## config.mk

```make
export PLATFORM = sky130hd
export DESIGN_NAME = execute_stage
export DESIGN_NICKNAME = d
export VERILOG_FILES = /design/src/rtl/exec_pkg.sv /design/src/rtl/alu.sv /design/src/rtl/operand_forward.sv /design/src/rtl/ex_mem_reg.sv /design/src/rtl/execute_stage.sv
export SDC_FILE = /design/constraint.sdc
export NUM_CORES = 1
export LEC_CHECK = 0
export BUFFER_PORTS_ARGS = -buffer_cell sky130_fd_sc_hd__buf_4
export CELL_PAD_IN_SITES_DETAIL_PLACEMENT = 1
export CELL_PAD_IN_SITES_GLOBAL_PLACEMENT = 1
export CORE_MARGIN = 10
export CORE_UTILIZATION = 35
export CTS_BUF_LIST = sky130_fd_sc_hd__clkbuf_8
export DETAILED_ROUTE_END_ITERATION = 8
export PLACE_DENSITY_LB_ADDON = 0.1
export SYNTH_ARGS = -nofsm -noshare
export SYNTH_HDL_FRONTEND = slang
export SYNTH_SLANG_ARGS = --single-unit
```

## constraint.sdc

```tcl
create_clock -name bus -period 11 [get_ports bus]
set_input_delay 1.65 -clock bus [delete_from_list [all_inputs] [get_ports bus]]
set_output_delay 1.65 -clock bus [all_outputs]
set_load 0.005 [all_outputs]
```

## src/rtl/exec_pkg.sv

```systemverilog
`default_nettype none

package exec_pkg;

  ////////////////////////////////////////////////////////////////////////////
  // Data and field widths
  ////////////////////////////////////////////////////////////////////////////

  // Operands, results, store data
  typedef logic [31:0] word_t;

  // Register index, x0 hardwired to zero
  typedef logic [4:0] reg_addr_t;

  // funct3 style operation or branch condition
  typedef logic [2:0] alu_sel_t;

  // Load width and sign, consumed in MEM
  typedef logic [2:0] load_ctrl_t;

  // Store width, consumed in MEM
  typedef logic [1:0] store_ctrl_t;

  ////////////////////////////////////////////////////////////////////////////
  // ALU operation encodings (funct3)
  ////////////////////////////////////////////////////////////////////////////

  localparam alu_sel_t ALU_ADD  = 3'b000;  // sub when alu_alt
  localparam alu_sel_t ALU_SLL  = 3'b001;
  localparam alu_sel_t ALU_SLT  = 3'b010;
  localparam alu_sel_t ALU_SLTU = 3'b011;
  localparam alu_sel_t ALU_XOR  = 3'b100;
  localparam alu_sel_t ALU_SRL  = 3'b101;  // sra when alu_alt
  localparam alu_sel_t ALU_OR   = 3'b110;
  localparam alu_sel_t ALU_AND  = 3'b111;

  // Branch conditions, same field when compare is set
  localparam alu_sel_t CMP_EQ  = 3'b000;
  localparam alu_sel_t CMP_NE  = 3'b001;
  localparam alu_sel_t CMP_LT  = 3'b100;
  localparam alu_sel_t CMP_GE  = 3'b101;
  localparam alu_sel_t CMP_LTU = 3'b110;
  localparam alu_sel_t CMP_GEU = 3'b111;

endpackage

`default_nettype wire

```

## src/rtl/alu.sv

```systemverilog
`default_nettype none

module alu import exec_pkg::*; #(
  parameter int PC_WIDTH = 16
) (
  input  word_t                a,
  input  word_t                b,
  input  logic [PC_WIDTH-1:0]  pc,
  input  alu_sel_t             alu_sel,
  input  logic                 alu_alt,
  input  logic                 compare,
  input  logic                 lui,
  input  logic                 jal,
  input  logic                 jalr,
  output word_t                result,
  output logic                 comp_res
);

  ////////////////////////////////////////////////////////////////////////////
  // Shared arithmetic
  ////////////////////////////////////////////////////////////////////////////

  // Subtraction also feeds the compare path
  word_t               sum;
  word_t               diff;
  logic [4:0]          shamt;
  logic                lt_signed;
  logic                lt_unsigned;
  logic                equal;
  logic [PC_WIDTH-1:0] link;
  word_t               op_res;
  logic                cond;

  assign sum  = a + b;
  assign diff = a - b;

  // Only low five bits of b shift in RV32I
  assign shamt = b[4:0];

  assign lt_signed   = $signed(a) < $signed(b);
  assign lt_unsigned = a < b;
  assign equal       = (a == b);

  // Return address wraps within the PC width
  assign link = pc + PC_WIDTH'(4);

  ////////////////////////////////////////////////////////////////////////////
  // Register and immediate operations
  ////////////////////////////////////////////////////////////////////////////

  always_comb begin
    case (alu_sel)
      ALU_ADD:  op_res = alu_alt ? diff : sum;
      ALU_SLL:  op_res = a << shamt;
      ALU_SLT:  op_res = {31'd0, lt_signed};
      ALU_SLTU: op_res = {31'd0, lt_unsigned};
      ALU_XOR:  op_res = a ^ b;
      // Arithmetic right shift keeps the sign
      ALU_SRL:  op_res = alu_alt ? word_t'($signed(a) >>> shamt) : (a >> shamt);
      ALU_OR:   op_res = a | b;
      ALU_AND:  op_res = a & b;
      default:  op_res = sum;
    endcase
  end

  ////////////////////////////////////////////////////////////////////////////
  // Branch condition
  ////////////////////////////////////////////////////////////////////////////

  always_comb begin
    case (alu_sel)
      CMP_EQ:  cond = equal;
      CMP_NE:  cond = !equal;
      CMP_LT:  cond = lt_signed;
      CMP_GE:  cond = !lt_signed;
      CMP_LTU: cond = lt_unsigned;
      CMP_GEU: cond = !lt_unsigned;
      // 010 and 011 are not branches
      default: cond = 1'b0;
    endcase
  end

  assign comp_res = compare & cond;

  ////////////////////////////////////////////////////////////////////////////
  // Result select
  ////////////////////////////////////////////////////////////////////////////

  always_comb begin
    if (lui) begin
      // Immediate already shifted by decode
      result = b;
    end else if (jal || jalr) begin
      result = word_t'(link);
    end else if (compare) begin
      // alu_sel holds a branch code here
      result = diff;
    end else begin
      result = op_res;
    end
  end

endmodule

`default_nettype wire

```

## src/rtl/operand_forward.sv

```systemverilog
`default_nettype none

module operand_forward import exec_pkg::*; (
  input  reg_addr_t rs1,
  input  reg_addr_t rs2,
  input  word_t     rs1_data,
  input  word_t     rs2_data,
  input  word_t     imm,
  input  logic      alusrc,
  // Own EX/MEM register
  input  logic      ex_valid,
  input  reg_addr_t ex_rd,
  input  logic      ex_regwrite,
  input  logic      ex_memread,
  input  word_t     ex_res,
  // Later stages
  input  logic      mem_wb_regwrite,
  input  reg_addr_t mem_wb_rd,
  input  word_t     mem_wb_res,
  input  logic      wb_id_regwrite,
  input  reg_addr_t wb_id_rd,
  input  word_t     wb_id_res,
  output word_t     op_a,
  output word_t     op_b,
  output word_t     store_data,
  output logic      load_use
);

  ////////////////////////////////////////////////////////////////////////////
  // Forwarding priority
  ////////////////////////////////////////////////////////////////////////////

  // EX/MEM result usable only when it is not a pending load
  logic  ex_src_ok;
  word_t fwd_rs1;
  word_t fwd_rs2;

  assign ex_src_ok = ex_valid & ex_regwrite & !ex_memread;

  // Youngest matching producer wins
  function automatic word_t pick_source(
    input reg_addr_t rs,
    input word_t     rf_val
  );
    word_t val;
    if (rs == '0) begin
      // x0 never forwarded
      val = rf_val;
    end else if (ex_src_ok && (ex_rd == rs)) begin
      val = ex_res;
    end else if (mem_wb_regwrite && (mem_wb_rd == rs)) begin
      val = mem_wb_res;
    end else if (wb_id_regwrite && (wb_id_rd == rs)) begin
      val = wb_id_res;
    end else begin
      // Register file copy is current
      val = rf_val;
    end
    return val;
  endfunction

  always_comb begin
    fwd_rs1 = pick_source(rs1, rs1_data);
    fwd_rs2 = pick_source(rs2, rs2_data);
  end

  ////////////////////////////////////////////////////////////////////////////
  // Operand muxes
  ////////////////////////////////////////////////////////////////////////////

  assign op_a = fwd_rs1;

  // Immediate form replaces rs2 on the B side
  assign op_b = alusrc ? imm : fwd_rs2;

  // Stores always take the register value
  assign store_data = fwd_rs2;

  ////////////////////////////////////////////////////////////////////////////
  // Load-use hazard
  ////////////////////////////////////////////////////////////////////////////

  // Load data only exists after MEM, so wait one cycle
  assign load_use = ex_valid & ex_memread & (ex_rd != '0) &
                    ((ex_rd == rs1) | (ex_rd == rs2));

endmodule

`default_nettype wire

```

## src/rtl/ex_mem_reg.sv

```systemverilog
`default_nettype none

module ex_mem_reg import exec_pkg::*; (
  input  logic        bus,
  input  logic        rst,
  // Input handshake
  input  logic        in_valid,
  input  logic        load_use,
  output logic        in_ready,
  // Output handshake
  input  logic        out_ready,
  output logic        out_valid,
  // Control from decode
  input  reg_addr_t   rd,
  input  logic        regwrite,
  input  logic        memread,
  input  logic        memwrite,
  input  logic        compare,
  input  load_ctrl_t  load_ctrl,
  input  store_ctrl_t store_ctrl,
  // Execute results
  input  word_t       alu_res,
  input  logic        comp_res,
  input  word_t       store_data,
  // EX/MEM register
  output reg_addr_t   ex_mem_rd,
  output logic        ex_mem_regwrite,
  output logic        ex_mem_memread,
  output logic        ex_mem_memwrite,
  output word_t       ex_mem_alu_res,
  output word_t       ex_mem_store_data,
  output logic        ex_mem_comp_res,
  output load_ctrl_t  ex_mem_load_ctrl,
  output store_ctrl_t ex_mem_store_ctrl
);

  ////////////////////////////////////////////////////////////////////////////
  // Flow control
  ////////////////////////////////////////////////////////////////////////////

  logic accept;
  logic wr_en;

  // Room when empty or draining this cycle, never during a load-use stall
  assign in_ready = !load_use && (!out_valid || out_ready);
  assign accept   = in_valid && in_ready;

  // Compare ops write rd only when the condition holds
  assign wr_en = regwrite && (!compare || comp_res);

  ////////////////////////////////////////////////////////////////////////////
  // Register
  ////////////////////////////////////////////////////////////////////////////

  always_ff @(posedge bus) begin
    if (rst) begin
      out_valid         <= 1'b0;
      ex_mem_rd         <= '0;
      ex_mem_regwrite   <= 1'b0;
      ex_mem_memread    <= 1'b0;
      ex_mem_memwrite   <= 1'b0;
      ex_mem_alu_res    <= '0;
      ex_mem_store_data <= '0;
      ex_mem_comp_res   <= 1'b0;
      ex_mem_load_ctrl  <= '0;
      ex_mem_store_ctrl <= '0;
    end else if (accept) begin
      out_valid         <= 1'b1;
      ex_mem_rd         <= rd;
      ex_mem_regwrite   <= wr_en;
      ex_mem_memread    <= memread;
      ex_mem_memwrite   <= memwrite;
      ex_mem_alu_res    <= alu_res;
      ex_mem_store_data <= store_data;
      ex_mem_comp_res   <= comp_res;
      ex_mem_load_ctrl  <= load_ctrl;
      ex_mem_store_ctrl <= store_ctrl;
    end else if (out_ready) begin
      // Drained with nothing behind it, fields stay as they were
      out_valid <= 1'b0;
    end
  end

endmodule

`default_nettype wire

```

## src/rtl/execute_stage.sv

```systemverilog
`default_nettype none

module execute_stage import exec_pkg::*; #(
  parameter int PC_WIDTH = 16
) (
  input  logic                bus,
  input  logic                rst,
  // Decoded instruction
  input  logic                in_valid,
  output logic                in_ready,
  input  logic [PC_WIDTH-1:0] pc,
  input  reg_addr_t           rs1,
  input  reg_addr_t           rs2,
  input  reg_addr_t           rd,
  input  word_t               rs1_data,
  input  word_t               rs2_data,
  input  word_t               imm,
  input  alu_sel_t            alu_sel,
  input  logic                alu_alt,
  input  logic                alusrc,
  input  logic                compare,
  input  logic                lui,
  input  logic                jal,
  input  logic                jalr,
  input  logic                memread,
  input  logic                memwrite,
  input  logic                regwrite,
  input  load_ctrl_t          load_ctrl,
  input  store_ctrl_t         store_ctrl,
  // Feedback from later stages
  input  logic                mem_wb_regwrite,
  input  reg_addr_t           mem_wb_rd,
  input  word_t               mem_wb_res,
  input  logic                wb_id_regwrite,
  input  reg_addr_t           wb_id_rd,
  input  word_t               wb_id_res,
  // EX/MEM side
  output logic                out_valid,
  input  logic                out_ready,
  output reg_addr_t           ex_mem_rd,
  output logic                ex_mem_regwrite,
  output logic                ex_mem_memread,
  output logic                ex_mem_memwrite,
  output word_t               ex_mem_alu_res,
  output word_t               ex_mem_store_data,
  output logic                ex_mem_comp_res,
  output load_ctrl_t          ex_mem_load_ctrl,
  output store_ctrl_t         ex_mem_store_ctrl
);

  ////////////////////////////////////////////////////////////////////////////
  // Operand resolution
  ////////////////////////////////////////////////////////////////////////////

  word_t op_a;
  word_t op_b;
  word_t store_data;
  logic  load_use;
  word_t result;
  logic  comp_res;

  // EX/MEM outputs loop back as the youngest source
  operand_forward u_fwd (
    .rs1(rs1), .rs2(rs2), .rs1_data(rs1_data), .rs2_data(rs2_data),
    .imm(imm), .alusrc(alusrc),
    .ex_valid(out_valid), .ex_rd(ex_mem_rd), .ex_regwrite(ex_mem_regwrite),
    .ex_memread(ex_mem_memread), .ex_res(ex_mem_alu_res),
    .mem_wb_regwrite(mem_wb_regwrite), .mem_wb_rd(mem_wb_rd), .mem_wb_res(mem_wb_res),
    .wb_id_regwrite(wb_id_regwrite), .wb_id_rd(wb_id_rd), .wb_id_res(wb_id_res),
    .op_a(op_a), .op_b(op_b), .store_data(store_data), .load_use(load_use)
  );

  ////////////////////////////////////////////////////////////////////////////
  // ALU and pipeline register
  ////////////////////////////////////////////////////////////////////////////

  alu #(.PC_WIDTH(PC_WIDTH)) u_alu (
    .a(op_a), .b(op_b), .pc(pc), .alu_sel(alu_sel), .alu_alt(alu_alt),
    .compare(compare), .lui(lui), .jal(jal), .jalr(jalr),
    .result(result), .comp_res(comp_res)
  );

  ex_mem_reg u_reg (
    .bus(bus), .rst(rst),
    .in_valid(in_valid), .load_use(load_use), .in_ready(in_ready),
    .out_ready(out_ready), .out_valid(out_valid),
    .rd(rd), .regwrite(regwrite), .memread(memread), .memwrite(memwrite),
    .compare(compare), .load_ctrl(load_ctrl), .store_ctrl(store_ctrl),
    .alu_res(result), .comp_res(comp_res), .store_data(store_data),
    .ex_mem_rd(ex_mem_rd), .ex_mem_regwrite(ex_mem_regwrite),
    .ex_mem_memread(ex_mem_memread), .ex_mem_memwrite(ex_mem_memwrite),
    .ex_mem_alu_res(ex_mem_alu_res), .ex_mem_store_data(ex_mem_store_data),
    .ex_mem_comp_res(ex_mem_comp_res), .ex_mem_load_ctrl(ex_mem_load_ctrl),
    .ex_mem_store_ctrl(ex_mem_store_ctrl)
  );

endmodule

`default_nettype wire

```

==> flow_summary.toml <==
[synthesis]
muxShareOfSynthArea = 0.0760
synthSimpleGateAreaFrac = 0.213
ys_seq_elements = 79
syn-num-nets = 2724
syn_area_mm2 = 0.0156
syn_inst = 2400
synth.top_cell.area_share = 0.101
synth_top_family_by_area = "compound AO/OA/AOI/OAI gates"
yosys-top-cells-count = "a21oi_1 (294), nand2_1 (277), o21ai_0 (199)"
yosys.area_share.adder = 0.0812
yosysSeqAreaShare = 0.101
synth_ff_type = "dfxtp_1"
synthArstFlopShare = 0
synth.most_common_cell = "a21oi_1"
ys_warn_count = 0
netlist_top_cells_area = "dfxtp_1 (10%), a21oi_1 (9.4%), ha_1 (7.9%), nand2_1 (6.7%), o21ai_0 (6.4%)"
synth_edf_count = 0
yosysUniqueCellTypes = 90
synth_compound_area_frac = 0.411
synth_top_cell_by_area = "dfxtp_1"
yosys.area_share.xor_xnor = 0.0399
syn_avg_cell_area_um2 = 6.50

[cells_and_area]
area_growth_syn_to_layout_pct = 18.3
stdcell_area_mm2 = 0.0184
seq_area_mm2 = 0.00158
finalNetCount = 2888
drive_gt1_frac = 0.173
fin_cells = 3162
multi_input_comb_area_mm2 = 0.0128
utilization = 0.418
fillers = 5823

[worst_setup_path]
critical_path_arrival_ns = 8.56
endpoint_kind = "flop"
crit_type = "primary input to flop"
worst_ep_required_time_ns = 11.38
crit_fanout = 28
critPathLaunchType = "primary input"

[routing]
totalWireLength_um = 113000
ant_nets = 0
first_pass_iters = 6
viasPerCell = 6.95
dr_total_vias = 22000
wl_per_cell_um = 35.7
drc = 0
initialDrtViolationCount = 3330

[power]
power_frac_clock = 0.149
vdd_drop_max_v = 0.0000597
p_leak_nw = 7.83
switching_power_mw = 1.05
internal-power_mw = 0.794
seq_power_share = 0.191
power_density_mw_per_mm2 = 99.8
power.share.switching = 0.569
p_comb_frac = 0.660

[timing]
min_period_ns = 8.17
holdWs_ns = 0.458
relSlewSlack = 0.0355
tightest_slew_ns = 1.41
fin_skew_ns = 0.0255
finalCritPeriodShare = 0.743
tns_ns = 0
fmax_ghz = 0.122
rsz0062_at_grt = "no"
hold_violations = 0
setup_viol = 0
drv_slew = 0

[cts]
cts_tree = "built"
clk_root_buffer_cell = "clkbuf_8"
cts_hold_buffers = 0
htreeDepth = 3
clk_pin_slew_worst_paths_ns = 0.13
postCtsSetupBuffers = 0
cts_made_buffers = 9
clk_path_buf_depth = 2
clk_latency_ns = 0.48
cts_resized = 0
cts.sinks = 79

[place]
portBuffers = 303
place_congestion = 1.06
dpl-instance-area_mm2 = 0.0182
dp_cells = 3145
place_hpwl_um = 89700

[die]
rows = 77
die_area_mm2 = 0.0534
start_util = 0.353
core_area_mm2 = 0.0441
boundaryPins = 304
die_width_um = 231
die_height_um = 231

[global_routing]
grt_pass1_wl_um = 156000
grt_pass1_vias = 20900
grt_overflow = 0
grt_max_degree = 66
antenna_found_initial = 4
grtUsageTotal = 0.398

[outcome]
status = "completed"

[hold_path]
hold_path_class = "flop to flop"

[job]
maxCapViolations = 0
-- power by group through the flow --
stage	clock, mW	sequential, mW	combinational (mW)
final	0.275	0.351	1.22
after CTS	0.273	0.348	1.15
after floorplan	0	0.331	0.660
after global routing	0.279	0.350	1.26
after detailed placement	0	0.354	1.15
after global placement	0	0.354	1.14
-- cells in the final DEF (no fill, tap or decap), drive strengths merged, types with 15 or more instances in the layout --
| cell type | instances |
|---|---|
| nand4 | 18 |
| a21oi | 296 |
| xnor2 | 47 |
| inv | 101 |
| o21ai | 211 |
| nand3 | 49 |
| a21o | 26 |
| mux2i | 88 |
| a2111oi | 15 |
| mux2 | 27 |
| buf | 362 |
| a211oi | 103 |
| dfxtp | 79 |
| o31ai | 22 |
| nand2 | 278 |
| xor2 | 24 |
| o21a | 30 |
| a31oi | 25 |
| o221ai | 17 |
| nor3 | 77 |
| o21bai | 17 |
| ha | 98 |
| nor2 | 201 |
| o22ai | 20 |
| and3 | 41 |
| o211ai | 30 |
| a22oi | 39 |
| a221oi | 25 |
-- flip-flops by register name, indices dropped and copies added (netlist names) --
signal and flops:
u_reg.out_valid 1, u_reg.ex_mem_store_ctrl 2, u_reg.ex_mem_rd 5, u_reg.ex_mem_memwrite 1, u_reg.ex_mem_alu_res 32, u_reg.ex_mem_store_data 32
u_reg.ex_mem_memread 1, u_reg.ex_mem_load_ctrl 3, u_reg.ex_mem_comp_res 1, u_reg.ex_mem_regwrite 1
-- cell families (layout without fill, tap and decap cells) --
| group | count (synthesis) | in the layout |
|---|---|---|
| AO/OA/AOI/OAI | 989 | 989 |
| AND/OR/NAND/NOR | 737 | 737 |
| buffers and inverters | 309 | 478 |
| multiplexers | 115 | 115 |
| adder cells (fa/ha/maj) | 100 | 100 |
| flip-flops | 79 | 79 |
| XOR/XNOR | 71 | 71 |
| other | 0 | 1 |
-- worst paths after layout --
kind,startpoint,slack (ns),end,depth (start not counted)
max reg2reg,u_reg.ex_mem_rd[0]$_SDFFE_PP0P_,4.11,u_reg.ex_mem_alu_res[28]$_SDFFE_PP0P_,20
max,rs2[3],2.83,u_reg.ex_mem_alu_res[28]$_SDFFE_PP0P_,22
min reg2reg,u_reg.ex_mem_store_data[3]$_SDFFE_PP0P_,0.46,u_reg.ex_mem_store_data[3]$_SDFFE_PP0P_,2
min,u_reg.ex_mem_store_data[3]$_SDFFE_PP0P_,0.46,u_reg.ex_mem_store_data[3]$_SDFFE_PP0P_,2
-- stage by stage --
step / power (mW) / setup WS (ns)
after floorplan: 0.992 / 4.40
after global placement: 1.49 / 2.76
after detailed placement: 1.50 / 2.65
after CTS: 1.77 / 3.15
after global routing: 1.89 / 2.74
final: 1.84 / 2.83
-- layer usage --
metal  GRT usage  up-vias  part of all wire  routed length, um
li1            -     9235                 -                  -
met1       0.517    10700              0.40              44900
met2       0.592     1693              0.42              47800
met3       0.115      306              0.13              14100
met4       0.190        4             0.053               6020
met5           0        -           0.00020                 23
-- layout make-up --
| class | instances | share of cell area |
|---|---|---|
| clock inverter | 7 | 0.00407 |
| clock buffer | 9 | 0.00671 |
| timing repair buffer | 362 | 0.147 |
| antenna | 1 | 0.000136 |
| multi-input combinational | 2012 | 0.696 |
| tap | 592 | 0.0402 |
| inverter | 100 | 0.0203 |
| sequential | 79 | 0.0857 |
-- worst max-delay path: stages --
cell      delay, ns
buf_4          0.14
xor2_1         0.18
nor3_4         0.36
nand2_2        0.66
mux2i_1        0.29
a211oi_1       0.30
a21oi_1        0.06
o21ai_0        0.74
mux2i_1        0.48
ha_1           0.61
inv_1          0.14
a221oi_1       0.45
a21boi_0       0.26
o32ai_1        0.59
o31a_1         0.30
o21ai_0        0.22
a31o_2         0.35
nand2_1        0.09
a21oi_1        0.07
nor3_1         0.21
a21oi_1        0.08
o32ai_1        0.31
(Power assumes the default switching activity.)
